<file path="src/verilog/rv_pkg.sv">
// Shared widths, field types, opcode and funct3 encodings and stage enum for the RV32I core
package rv_pkg;

  parameter int XLEN = 32;
  parameter int REG_COUNT = 32;

  typedef logic [XLEN-1:0] word_t;    // Data word, immediate or PC
  typedef logic [4:0]      reg_idx_t;
  typedef logic [2:0]      funct3_t;  // Doubles as the ALU operation code
  typedef logic [6:0]      opcode_t;

  localparam word_t PC_STEP = 32'd4;

  // Major opcodes
  localparam opcode_t OP_ARITH  = 7'b0110011;
  localparam opcode_t OP_IARITH = 7'b0010011;
  localparam opcode_t OP_LUI    = 7'b0110111;
  localparam opcode_t OP_JAL    = 7'b1101111;
  localparam opcode_t OP_BRANCH = 7'b1100011;

  // ALU operations, same encoding as the arithmetic funct3
  localparam funct3_t F3_ADD = 3'b000;
  localparam funct3_t F3_XOR = 3'b100;
  localparam funct3_t F3_OR  = 3'b110;
  localparam funct3_t F3_AND = 3'b111;

  // Branch conditions
  localparam funct3_t F3_BEQ  = 3'b000;
  localparam funct3_t F3_BNE  = 3'b001;
  localparam funct3_t F3_BLT  = 3'b100;
  localparam funct3_t F3_BGE  = 3'b101;
  localparam funct3_t F3_BLTU = 3'b110;
  localparam funct3_t F3_BGEU = 3'b111;

  typedef enum logic [1:0] {
    STAGE_FETCH,
    STAGE_DECODE,
    STAGE_READ,
    STAGE_EXEC
  } stage_t;

endpackage

</file>
<file path="src/verilog/rv_alu.sv">
// ALU with ripple-carry add/subtract, logic ops and the branch compare flags
`timescale 1ns/1ps

module rv_alu (
  input  rv_pkg::word_t   a,
  input  rv_pkg::word_t   b,
  input  rv_pkg::funct3_t op,
  input  logic            sub,
  output rv_pkg::word_t   res,
  output logic            eq,
  output logic            bge,
  output logic            bgeu
);
  import rv_pkg::*;

  word_t b_in;
  word_t sum;
  logic [XLEN:0] carry;

  assign b_in = sub ? ~b : b;
  assign carry[0] = sub;  // +1 completes the two's complement

  for (genvar i = 0; i < XLEN; i++) begin : g_adder
    assign sum[i] = a[i] ^ b_in[i] ^ carry[i];
    assign carry[i+1] = (a[i] & b_in[i]) | ((a[i] ^ b_in[i]) & carry[i]);
  end

  always_comb begin
    case (op)
      F3_ADD:  res = sum;
      F3_XOR:  res = a ^ b;
      F3_OR:   res = a | b;
      F3_AND:  res = a & b;
      default: res = sum;
    endcase
  end

  assign eq   = (a == b);
  assign bge  = ($signed(a) >= $signed(b));
  assign bgeu = (a >= b);

endmodule

</file>
<file path="config.mk">
export PLATFORM = sky130hd
export DESIGN_NAME = rv_alu
export DESIGN_NICKNAME = d
export VERILOG_FILES = /design/src/verilog/rv_pkg.sv /design/src/verilog/rv_alu.sv
export SDC_FILE = /design/constraint.sdc
export NUM_CORES = 1
export LEC_CHECK = 0
export BUFFER_PORTS_ARGS = -buffer_cell sky130_fd_sc_hd__buf_4
export CAP_MARGIN = 20
export CORE_MARGIN = 10
export CORE_UTILIZATION = 45
export DETAILED_ROUTE_END_ITERATION = 7
export GPL_TIMING_DRIVEN = 0
export PLACE_DENSITY = 0.74
export SYNTH_ARGS = -nofsm -noshare
export SYNTH_HDL_FRONTEND = slang
export SYNTH_SLANG_ARGS = --single-unit
</file>
<file path="constraint.sdc">
create_clock -name vclk -period 36.4
set_clock_uncertainty 0.2 [all_clocks]
set_input_delay 7.28 -clock vclk [all_inputs]
set_output_delay 7.28 -clock vclk [all_outputs]
set_load 0.02 [all_outputs]
</file>
After elaboration in Yosys (flattened, before gate mapping). Cells that the tools add are included.

Bits in writable memories: 0. Output and inout port bits: 35. Memories: 0. Memory bits (read-only): 0. Bits in latches: 0. Logic and storage cells: 169. Register bits: 0.

Order comparisons: 2. Multipliers: 0. Div/mod/pow operators: 0. Mux-type cells: 2. Reduce and logical (&&, ||, !) cells: 0. Equal/unequal tests: 4. Bitwise logic cells: 161. Add/subtract/negate cells: 0. Shift-type cells: 0.

Operator list (number): $pmux W32 S3 (1); $ge A32 B32 Y1 (2); $xor A1 B1 Y1 (64); $and A1 B1 Y1 (62); $and A32 B32 Y32 (1); $eq A32 B32 Y1 (1); $mux W32 (1); $not A32 Y32 (1); $or A32 B32 Y32 (1); $xor A32 B32 Y32 (1); $or A1 B1 Y1 (31); $eq A3 B3 Y1 const B (3).

Logic depth before layout (Yosys ltp).
Depth in word-level cells: 67. Depth in mapped cells: 38. Gate-level depth less buffers: 36.

Least setup slack after synthesis. Ideal clock, no wire load.

Path type: in2out. Start: input port sub. End: output port res[31]. Arrival time: 20004 ps. Cell stages on the path: 38. Slack: 8916 ps. Buffers on the path: 2. Cells stage by stage: clkbuf_1 buf_2 xnor2_1 fa_1 fa_1 fa_1 fa_1 fa_1 fa_1 fa_1 fa_1 fa_1 fa_1 fa_1 fa_1 fa_1 fa_1 fa_1 [2 not listed] fa_1 fa_1 fa_1 fa_1 fa_1 fa_1 fa_1 fa_1 fa_1 fa_1 fa_1 fa_1 fa_1 xor2_1 xnor2_1 o21ai_1 nand2_1 o221ai_1.

Word-level cells in the longest chain between the ends: 66.

RTL lines: start, declared (RTL line rv_alu.sv:8) `input logic sub,`; $mux W32 (RTL line rv_alu.sv:20) `assign b_in = sub ? ~b : b;`; $xor A1 B1 Y1 (RTL line rv_alu.sv:25) `assign carry[i+1] = (a[i] & b_in[i]) | ((a[i] ^ b_in[i]) & carry[i]);`; $and A1 B1 Y1 (RTL line rv_alu.sv:25); $or A1 B1 Y1 (RTL line rv_alu.sv:25); $and A1 B1 Y1 (RTL line rv_alu.sv:25); $or A1 B1 Y1 (RTL line rv_alu.sv:25); $and A1 B1 Y1 (RTL line rv_alu.sv:25); $or A1 B1 Y1 (RTL line rv_alu.sv:25); [50 not listed]; $and A1 B1 Y1 (RTL line rv_alu.sv:25); $or A1 B1 Y1 (RTL line rv_alu.sv:25); $and A1 B1 Y1 (RTL line rv_alu.sv:25); $or A1 B1 Y1 (RTL line rv_alu.sv:25); $and A1 B1 Y1 (RTL line rv_alu.sv:25); $or A1 B1 Y1 (RTL line rv_alu.sv:25); $xor A1 B1 Y1 * (RTL line rv_alu.sv:24) `assign sum[i] = a[i] ^ b_in[i] ^ carry[i];`; $pmux W32 S3 * (RTL line rv_alu.sv:29) `case (op)`; end, declared (RTL line rv_alu.sv:9) `output rv_pkg::word_t res,`.

Mark *: on every way between the ends. The rest lies on a longest branch, timed or not.

Final worst setup path. Ends and elaborated chain as after synthesis.

==> results.md <==
* Largest family of logic cells by synthesized area: adder cells
* Gate Count Post-Synth at 480
* Fin. Hold Viols at 0
* Final period utilization at 0.786
* RSZ-0062 raised after global routing: no
* Crit path largest cell delay at 0.44 ns
* Synth area leader: ha_1
* Slew headroom at 0.419
* PwrDens at 18.9 mW/mm^2
* Top cells by area, synth: ha_1, fa_1, inv_1
* Final min period at 28.62 ns
* Adder-cell share of the synthesized area at 0.471
* Slowest CP cell: fa_1
* Peak fanout along the critical path at 10
* Final hold slack at 14.95 ns
* Post-Synthesis Net Count at 674
* Initial DRT Pass Iterations at 5
* Xor and xnor area share after synthesis at 0.0779
* Commonest cells in the netlist: ha_1, inv_1, nand2_1
* All-Layer GR Usage at 0.177
* # port buffers at 101
* Register area at 0 um^2
* Nets@finish at 777
* Yosys cell types at 40
* Starting density of the core at 0.463
* Grt total ovfl at 0
* TNS Setup at 0 ns
* Fmax at 34.9 MHz
* Top-area cell type share of the netlist area at 0.314
* CP most frequent cell: fa_1
* IO Pins at 103
* Most numerous cell in the Yosys netlist: ha_1
* DP Wirelength at 9860 um
* WP data arrival at 21.14 ns
* Die Span Y at 112 um
* Layout cells sized above 1 at 0.217
* MaxCap Viol Count at 0
* Worst Path Required at 28.92 ns
* Final Setup Violations at 0
* Post-CTS setup buffers at 0
* Post-route ant nets at 0
* 1st-iter DRT viols at 185
* Multiplexer area fraction after synthesis at 0.0406
* Hold path depth at 7
* Core box area at 0.00826 mm^2
* Num rows at 33
* Antenna Cells at 0
* HP Class: in2out
* GPL Wtd Cong at 0.860
* Status: finished, final reports clean
* Clock buffer count at 0
* Register area share after synthesis at 0
* Cell Area, Placed at 0.00471 mm^2
* Die Area at 0.0126 mm^2
* Fin cells at 686
* Largest net degree at the start of global routing at 11
* Post-synthesis simple-gate area fraction at 0.120
* Post-cts resize count at 0
* Drt via density at 5.46
* Dpl cells at 686
* Syn. warnings at 0
* WS Path Type: in2out
* Mean Syn Cell Area at 7.96 um^2
* Slew @ Worst Pin at 0.866 ns
* Area delta synth->final at 23.3%
* Initial antenna violation count at 0
* CP Capture Type: primary output
* Max IR drop VDD at 0.00965 mV
* DRC Markers at 0
* Final Max Slew Viols at 0
* Post-Syn Area at 0.00382 mm^2
* Wire per inst at 17.4 um
* First-pass GRT wire length at 19200 um
* Routed via count at 3748
* Die Wd at 112 um
* Seq Cell Count at 0
* Final Cell Area at 0.00471 mm^2
* Hold buffer count at CTS at 0
* Worst setup SP type: input pin
* Vias in the first global route at 4034
* Compound-Gate Fraction of Synth Area at 0.181
* Leakage at 2.40 nW
* WL final at 11900 um
-- layout make-up --
type                       count  area (um^2)
buffer                        25          104
multi-input combinational    372         3410
tap                          105          131
fill                         801         3550
inverter                      83          312
timing repair buffer         101          758
-- worst paths after layout --
kind / start / to / slack (ns)
hold / removal: b[10] / res[10] / 14.95
setup / recovery: sub / res[31] / 7.78
-- placed cells by master (no fill, tap or decap), types with 12 or more instances in the layout --
master,n
buf_4,101
nand3_1,13
ha_1,96
a21oi_1,12
fa_1,30
inv_1,82
clkbuf_1,17
o221ai_1,21
nand2_1,50
o21ai_0,38
xnor2_1,32
-- power by group --
part	leakage (nW)	internal [mW]	total (mW)	switching, mW
Combinational	2.40	0.0389	0.0893	0.0504
Sequential	0	0	0	0
Clock	0	0	0	0
Total	2.40	0.0389	0.0893	0.0504
-- logic make-up (layout without fill, tap and decap cells) --
logic type               Yosys count  count (layout)
AO/OA/AOI/OAI                    106             106
multiplexers                      15              15
AND/OR/NAND/NOR                   91              91
XOR/XNOR                          34              34
buffers and inverters            108             209
adder cells (fa/ha/maj)          126             126
-- routing by layer --
metal | GRT usage | wire length, um
met5 | 0 | 0
met4 | 0.0313 | 80
met3 | 0.0202 | 841
met2 | 0.319 | 5960
met1 | 0.222 | 5030
-- critical path: cells and delay by family --
family                   cells  cell delay (ns)
adder cells (fa/ha/maj)     30            12.20
AO/OA/AOI/OAI                2             0.21
buffers and inverters        3             0.83
AND/OR/NAND/NOR              1             0.09
XOR/XNOR                     3             0.54
-- through the flow --
step	total power [mW]	setup slack, ns	utilization
6_report	0.0893	7.78	0.571
5_1_grt	0.0980	7.43	0.571
4_1_cts	0.0894	7.74	0.571
3_5_place_dp	0.0890	7.76	0.571
3_3_place_gp	0.0858	7.89	0.571
2_1_floorplan	0.0540	8.92	-
No activity file was read; power rests on OpenSTA's default activity.
