File: config.mk
export PLATFORM = sky130hd
export DESIGN_NAME = rv_control
export DESIGN_NICKNAME = d
export VERILOG_FILES = /design/src/verilog/rv_pkg.sv /design/src/verilog/rv_control.sv
export SDC_FILE = /design/constraint.sdc
export NUM_CORES = 1
export LEC_CHECK = 0
export BUFFER_PORTS_ARGS = -buffer_cell sky130_fd_sc_hd__buf_4
export CORE_AREA = 2 2 207 209
export DETAILED_ROUTE_END_ITERATION = 16
export DIE_AREA = 0 0 209 211
export PLACE_DENSITY_LB_ADDON = 0.2
export SLEW_MARGIN = 20
export SYNTH_ARGS = -nofsm -noshare
export SYNTH_HDL_FRONTEND = slang
export SYNTH_SLANG_ARGS = --single-unit
File: constraint.sdc
create_clock -name clk -period 3.95 [get_ports clk]
set_input_delay 0.5925 -clock clk [delete_from_list [all_inputs] [get_ports clk]]
set_output_delay 0.5925 -clock clk [all_outputs]
set_load 0.01 [all_outputs]
File: src/verilog/rv_pkg.sv
// Shared widths, field types, opcode and funct3 encodings and stage enum for the RV32I core
package rv_pkg;

  parameter int XLEN = 32;
  parameter int REG_COUNT = 32;

  typedef logic [XLEN-1:0] word_t;    // Data word, immediate or PC
  typedef logic [4:0]      reg_idx_t;
  typedef logic [2:0]      funct3_t;  // Doubles as the ALU operation code
  typedef logic [6:0]      opcode_t;

  localparam word_t PC_STEP = 32'd4;

  // Major opcodes
  localparam opcode_t OP_ARITH  = 7'b0110011;
  localparam opcode_t OP_IARITH = 7'b0010011;
  localparam opcode_t OP_LUI    = 7'b0110111;
  localparam opcode_t OP_JAL    = 7'b1101111;
  localparam opcode_t OP_BRANCH = 7'b1100011;

  // ALU operations, same encoding as the arithmetic funct3
  localparam funct3_t F3_ADD = 3'b000;
  localparam funct3_t F3_XOR = 3'b100;
  localparam funct3_t F3_OR  = 3'b110;
  localparam funct3_t F3_AND = 3'b111;

  // Branch conditions
  localparam funct3_t F3_BEQ  = 3'b000;
  localparam funct3_t F3_BNE  = 3'b001;
  localparam funct3_t F3_BLT  = 3'b100;
  localparam funct3_t F3_BGE  = 3'b101;
  localparam funct3_t F3_BLTU = 3'b110;
  localparam funct3_t F3_BGEU = 3'b111;

  typedef enum logic [1:0] {
    STAGE_FETCH,
    STAGE_DECODE,
    STAGE_READ,
    STAGE_EXEC
  } stage_t;

endpackage

File: src/verilog/rv_control.sv
// Multi-cycle stage controller holding PC and IR, sequencing the shared ALU and reporting retires
`timescale 1ns/1ps

module rv_control (
  input  logic             clk,
  input  logic             rstn,
  input  rv_pkg::word_t    instr,
  input  rv_pkg::opcode_t  opcode,
  input  rv_pkg::funct3_t  funct3,
  input  rv_pkg::reg_idx_t rd,
  input  rv_pkg::reg_idx_t rs1,
  input  rv_pkg::reg_idx_t rs2,
  input  logic             sub,
  input  rv_pkg::word_t    imm_i,
  input  rv_pkg::word_t    imm_u,
  input  rv_pkg::word_t    imm_j,
  input  rv_pkg::word_t    imm_b,
  input  rv_pkg::word_t    rs1_data,
  input  rv_pkg::word_t    rs2_data,
  input  rv_pkg::word_t    alu_res,
  input  logic             alu_eq,
  input  logic             alu_bge,
  input  logic             alu_bgeu,
  output rv_pkg::word_t    pc,
  output rv_pkg::word_t    ir,
  output rv_pkg::reg_idx_t rf_rs1,
  output rv_pkg::reg_idx_t rf_rs2,
  output rv_pkg::reg_idx_t rf_rd,
  output logic             rf_we,
  output rv_pkg::word_t    rf_data,
  output rv_pkg::word_t    alu_a,
  output rv_pkg::word_t    alu_b,
  output rv_pkg::funct3_t  alu_op,
  output logic             alu_sub,
  output logic             retire_valid,
  output rv_pkg::word_t    retire_pc,
  output rv_pkg::reg_idx_t retire_rd,
  output rv_pkg::word_t    retire_data
);
  import rv_pkg::*;

  stage_t stage;
  word_t  seq_pc;  // PC plus 4, also the JAL link value
  word_t  target;  // Branch target
  logic   known_op;
  logic   retire_now;
  logic   writes_rd;
  logic   taken;
  word_t  wb_data;

  assign known_op = (opcode == OP_ARITH) || (opcode == OP_IARITH) || (opcode == OP_LUI) ||
                    (opcode == OP_JAL) || (opcode == OP_BRANCH);

  always_comb begin
    retire_now = 1'b0;
    writes_rd  = 1'b0;
    wb_data    = alu_res;
    case (stage)
      STAGE_DECODE: begin
        if (opcode == OP_LUI) begin
          retire_now = 1'b1;
          writes_rd  = 1'b1;
          wb_data    = imm_u;
        end else if (!known_op) begin
          retire_now = 1'b1;  // Unsupported opcode retires as a no-op
        end
      end
      STAGE_READ: begin
        if (opcode == OP_JAL) begin
          retire_now = 1'b1;
          writes_rd  = 1'b1;
          wb_data    = seq_pc;
        end
      end
      STAGE_EXEC: begin
        retire_now = 1'b1;
        writes_rd  = (opcode != OP_BRANCH);
      end
      default: ;
    endcase
  end

  always_comb begin
    case (funct3)
      F3_BEQ:  taken = alu_eq;
      F3_BNE:  taken = !alu_eq;
      F3_BLT:  taken = !alu_bge;
      F3_BGE:  taken = alu_bge;
      F3_BLTU: taken = !alu_bgeu;
      F3_BGEU: taken = alu_bgeu;
      default: taken = 1'b0;
    endcase
  end

  assign rf_rs1  = rs1;
  assign rf_rs2  = rs2;
  assign rf_rd   = rd;
  assign rf_we   = retire_now & writes_rd;  // Write lands on the retire edge
  assign rf_data = wb_data;

  always_ff @(posedge clk) begin
    if (rstn) begin
      stage        <= STAGE_FETCH;
      pc           <= '0;
      retire_valid <= 1'b0;
    end else begin
      retire_valid <= retire_now;
      case (stage)
        STAGE_FETCH: stage <= STAGE_DECODE;
        STAGE_DECODE: begin
          if (retire_now) begin
            pc    <= alu_res;
            stage <= STAGE_FETCH;
          end else begin
            stage <= STAGE_READ;
          end
        end
        STAGE_READ: begin
          if (opcode == OP_JAL) begin
            pc    <= alu_res;  // PC + imm_j
            stage <= STAGE_FETCH;
          end else begin
            stage <= STAGE_EXEC;
          end
        end
        default: begin
          pc    <= (opcode == OP_BRANCH && taken) ? target : seq_pc;
          stage <= STAGE_FETCH;
        end
      endcase
    end
  end

  // Datapath and retire payload
  always_ff @(posedge clk) begin
    retire_pc   <= pc;
    retire_rd   <= rf_we ? rd : '0;
    retire_data <= (rf_we && rd != '0) ? wb_data : '0;
    case (stage)
      STAGE_FETCH: begin
        ir      <= instr;
        alu_a   <= pc;
        alu_b   <= PC_STEP;
        alu_op  <= F3_ADD;
        alu_sub <= 1'b0;
      end
      STAGE_DECODE: begin
        seq_pc <= alu_res;
        alu_a  <= pc;
        alu_b  <= (opcode == OP_JAL) ? imm_j : imm_b;
      end
      STAGE_READ: begin
        target  <= alu_res;
        alu_a   <= rs1_data;
        alu_b   <= (opcode == OP_IARITH) ? imm_i : rs2_data;
        alu_op  <= funct3;
        alu_sub <= (opcode == OP_ARITH) && sub;
      end
      default: ;
    endcase
  end

endmodule

# Yosys cells after proc, flatten, opt, wreduce, memory -nomap -nowiden

Index checks and enable logic that the tools add are counted.

Register bits: 268
Bits of input ports: 287
Output and inout bits: 250
Logic and storage cells: 72

Eq/ne operators: 16
Muxes and demuxes: 23
Bitwise operators: 2
Reduce and logical (&&, ||, !) cells: 18

Operators by type and width:

| operator                                                         | number |
|---|---|
| 32-bit two-way mux                                               | 7 |
| 32-bit case mux with 3 select lines                              | 2 |
| 32-bit case mux with 2 select lines                              | 2 |
| 7-bit by 6-bit == test with 1-bit output (second input constant) | 2 |
| 7-bit == test (second input constant)                            | 2 |
| 3-bit == test (second input constant)                            | 4 |
| 7-bit by 5-bit == test with 1-bit output (second input constant) | 1 |
| 7-bit inequality test (second input constant)                    | 1 |
| 1-bit case mux with 3 select lines                               | 2 |
| 1-bit case mux with 6 select lines                               | 1 |
| 2-bit case mux with 3 select lines                               | 1 |
| 3-bit case mux with 2 select lines                               | 1 |
| 5-bit nonzero test                                               | 1 |
| 2-bit == test (second input constant)                            | 2 |
| 1-bit logical OR                                                 | 4 |
| 1-bit two-way mux                                                | 4 |
| 2-bit two-way mux                                                | 2 |
| 2-bit inequality test (second input constant)                    | 2 |
| 2-bit nonzero test                                               | 2 |
| 3-bit by 1-bit == test with 1-bit output (second input constant) | 1 |
| 1-bit logical AND                                                | 3 |
| 1-bit logical NOT                                                | 3 |
| 3-bit logical NOT                                                | 1 |
| 3-bit AND reduction                                              | 1 |
| other kinds (7)                                                  | 7 |

# Depth between registers and ports, before layout

Depth in word-level cells: 10
Gate-level depth with buffers: 10

# Worst setup path before layout

OpenSTA, ideal clock, no wires.

Kind: reg-to-output
From: register stage[0]
To: output rf_data[0]
Data arrival time: 2.679 ns
Data required time: 3.357 ns
Slack: 0.678 ns
Stages on the path, launching flop included: 9
Path through: dfxtp_1 -> inv_1 -> ha_1 -> clkbuf_1 -> nand2_1 -> nor4_2 -> clkbuf_1 -> a22o_1 -> a22o_1

Cells in the longest elaborated chain, start to end: 2
Elaborated cells on any way between the ends: 3
Classes of those cells: eq/ne (2); mux (1)

RTL lines:

| item                                                                      | line              | text |
|---|---|---|
| from (decl)                                                               | rv_control.sv:42  | `stage_t stage;` |
| from (signal assigned)                                                    | rv_control.sv:103 | `stage <= STAGE_FETCH;` |
| from (signal assigned)                                                    | rv_control.sv:109 | `STAGE_FETCH: stage <= STAGE_DECODE;` |
| from (signal assigned)                                                    | rv_control.sv:113 | `stage <= STAGE_FETCH;` |
| 2-bit == test or 2-bit by 1-bit == test with 1-bit output (tied branches) | rv_control.sv:58  | `case (stage)` |
| 32-bit case mux with 2 select lines *                                     | rv_control.sv:58  |  |
| to (decl)                                                                 | rv_control.sv:30  | `output rv_pkg::word_t rf_data,` |

Every way passes the cells marked *; elsewhere a longest branch is shown, timed or not.

# Final worst setup path

From: register stage[1]
To: output rf_data[31]

The elaborated chain is that of the path after synthesis.

==> results.yml <==
job:
  maxCapViolations: 0
final_layout:
  final_cells: 1911
  layout_common_cells: "buf_4, edfxtp_1, dfxtp_1"
  drive_gt1_share_pct: 50.8
  fillCellCount: 4011
  layout_commonest_cell: "buf_4"
  fin_nets: 1637
  area_growth_pct: 47.9
logic_synthesis:
  yosysTopAreaCell: "edfxtp_1"
  netlist.area_leader.share_pct: 43.2
  synth_edf_count: 164
  yosys-top-cells-area: "edfxtp_1, dfxtp_1, mux2_2"
  seq_area_frac_synth_pct: 61.5
  async_flop_share_pct: 0
  ys_types: 48
  syn_area_um2: 11400
  avgSynthCellArea_um2: 13.2
  synth_cells: 865
  synthFlopType: "edfxtp_1"
  ys_ff_latch: 268
  synthesis.nets: 1157
  ys_warn_count: 0
clock_tree:
  cts_tree: "yes"
  cts_buffers: 31
  clock-sinks: 268
  root_buffer: "clkbuf_16"
  cts_hold_buf: 0
  cts_buffer_depth: 3
  h-tree-depth: 1
  post-cts-setup-buffers: 0
  path_clk_slew_ps: 60
  cts-resized-gates: 0
  clkLatencyLatePin_ps: 590
global_route:
  antenna_found_initial: 2
  grt_max_degree: 80
  overflow: 0
  globalRouteTotalUtil_pct: 18.3
  grt_pass1_wl_mm: 61.3
  grt_pass1_vias: 9398
placement:
  post-dp-hpwl_mm: 30.3
  io_buffers: 516
  gp_congestion: 0.855
  place_inst: 1851
sta:
  slew_headroom_pct: 28.9
  slew_violations: 0
  setup_violations: 0
  period_minus_slack_ps: 3570
  fin_crit_sh_pct: 90.3
  final.setup.tns_ps: 0
  skew_ps: 24.3
  grt_setup_unrepaired: "no"
  tightest_slew_ps: 1060
  hold_viol: 0
  max_freq_ghz: 0.280
floorplan:
  io_pins: 537
  initial_utilization_pct: 27.3
  coreArea_um2: 41800
  row_count: 75
  die_w_um: 209
  die_h_um: 211
  die-area_um2: 44100
power_and_ir_drop:
  leakagePower_uw: 0.00706
  ir_drop_mv: 0.322
  internal_power_uw: 5390
  swShare_pct: 24.1
  power_frac_seq_pct: 44.9
  power_density_nw_per_um2: 422
  power_frac_clock_pct: 42.0
  pwr-share-comb_pct: 13.2
  switchingPower_uw: 1710
setup_path:
  cp-start-kind: "flop"
  worstPathMaxFanout: 67
  cp_data_required_time_ps: 3360
  critPathCaptureType: "primary output"
  arrival_ps: 2970
  path_class: "reg -> out"
outcome:
  outcome: "completed"
route:
  drc: 0
  first_pass_iters: 5
  wl_mm: 42.3
  route.vias.total: 9290
  drt-initial-drc-count: 543
  wire_per_inst_um: 22.1
  antenna_left: 0
  avgViaCountPerCell: 4.86
min_path:
  holdCritPathClass: "in -> reg"
critical path, cell delays in order (launching register included):
cell and delay, ps:
dfxtp_1 350, inv_1 150, ha_4 150, buf_4 710, o31ai_1 230, nand3_2 140, buf_4 270, a22o_1 240
buf_4 140
metrics by stage:
stage / area [µm²] / setup slack (ps) / utilization (%) / power [µW] / hold slack, ps
CTS: 16800 / 296 / 40.3 / 7190 / 150
detailed placement: 15800 / 868 / 37.8 / 4190 / 388
global placement: 15800 / 872 / 37.8 / 4180 / 380
floorplan: 11400 / 678 / - / 3620 / 402
global route: 16800 / 201 / 40.3 / 7360 / 148
finish: 16800 / 384 / 40.3 / 7100 / 177
sequential cells by signal, summed over array words and instances, names as in the netlist:
name / count
seq_pc: 32
stage: 2
retire_rd: 5
retire_pc: 32
alu_b: 32
ir: 32
alu_sub: 1
alu_op: 3
alu_a: 32
pc: 32
target: 32
retire_data: 32
retire_valid: 1
final timing paths:
| path | startpoint | endpoint | slack (ps) | cells past startpoint |
|---|---|---|---|---|
| worst min-delay path | instr[24] | ir[24]$_DFFE_PP_ | 180 | 1 |
| worst max register to register | stage[1]$_SDFF_PP0_ | pc[1]$_SDFFE_PP0P_ | 950 | 8 |
| worst max-delay path | stage[1]$_SDFF_PP0_ | rf_data[31] | 380 | 8 |
| worst min register to register | pc[15]$_SDFFE_PP0P_ | retire_pc[15]$_DFF_P_ | 390 | 0 |
metal layers:
metal	track usage, %	routed length [µm]	vias to the layer above
li1	-	-	4274
met1	22.3	17300	4600
met2	32.3	21200	364
met3	4.16	2950	52
met4	5.20	854	0
met5	0	0	-
cells by family after synthesis:
kind of cell / synth area share [%]
xor gates and xnor gates: 0.231
and+or+nand+nor: 9.30
buffers and inverters: 3.88
AOI/OAI and AO/OA: 15.0
adders and majority gates: 0.549
DFF: 61.5
muxes: 9.49
final cells by class:
type / instances / area (µm²) / area share, %
diodes: 2 / 5.00 / 0.0297
clock buffers: 46 / 902 / 5.36
clock inverters: 12 / 153 / 0.907
inverters: 6 / 23.8 / 0.141
multi-input cells: 503 / 4030 / 23.9
flip-flops and latches: 268 / 7010 / 41.6
well taps: 539 / 674 / 4.01
repair buffers: 535 / 4040 / 24.0
cell usage after synthesis, types with 8 or more instances:
cell type	number
clkbuf_1	56
nor2b_1	64
buf_4	15
a22oi_1	32
edfxtp_1	164
nand2_1	36
a211oi_1	33
dfxtp_1	104
or3_1	33
buf_2	8
mux2_2	95
a32o_1	32
and2_1	8
nor2_1	35
a22o_1	64
o31ai_1	33
power groups by stage:
| stage | Clock (µW) | Combinational [µW] | Sequential, µW |
|---|---|---|---|
| 6_report | 2980 | 934 | 3190 |
| 5_1_grt | 3150 | 1000 | 3200 |
| 4_1_cts | 3060 | 945 | 3190 |
| 3_5_place_dp | 0 | 943 | 3250 |
| 3_3_place_gp | 0 | 933 | 3250 |
| 2_1_floorplan | 0 | 336 | 3280 |
No activity file was read; power rests on OpenSTA's default activity.
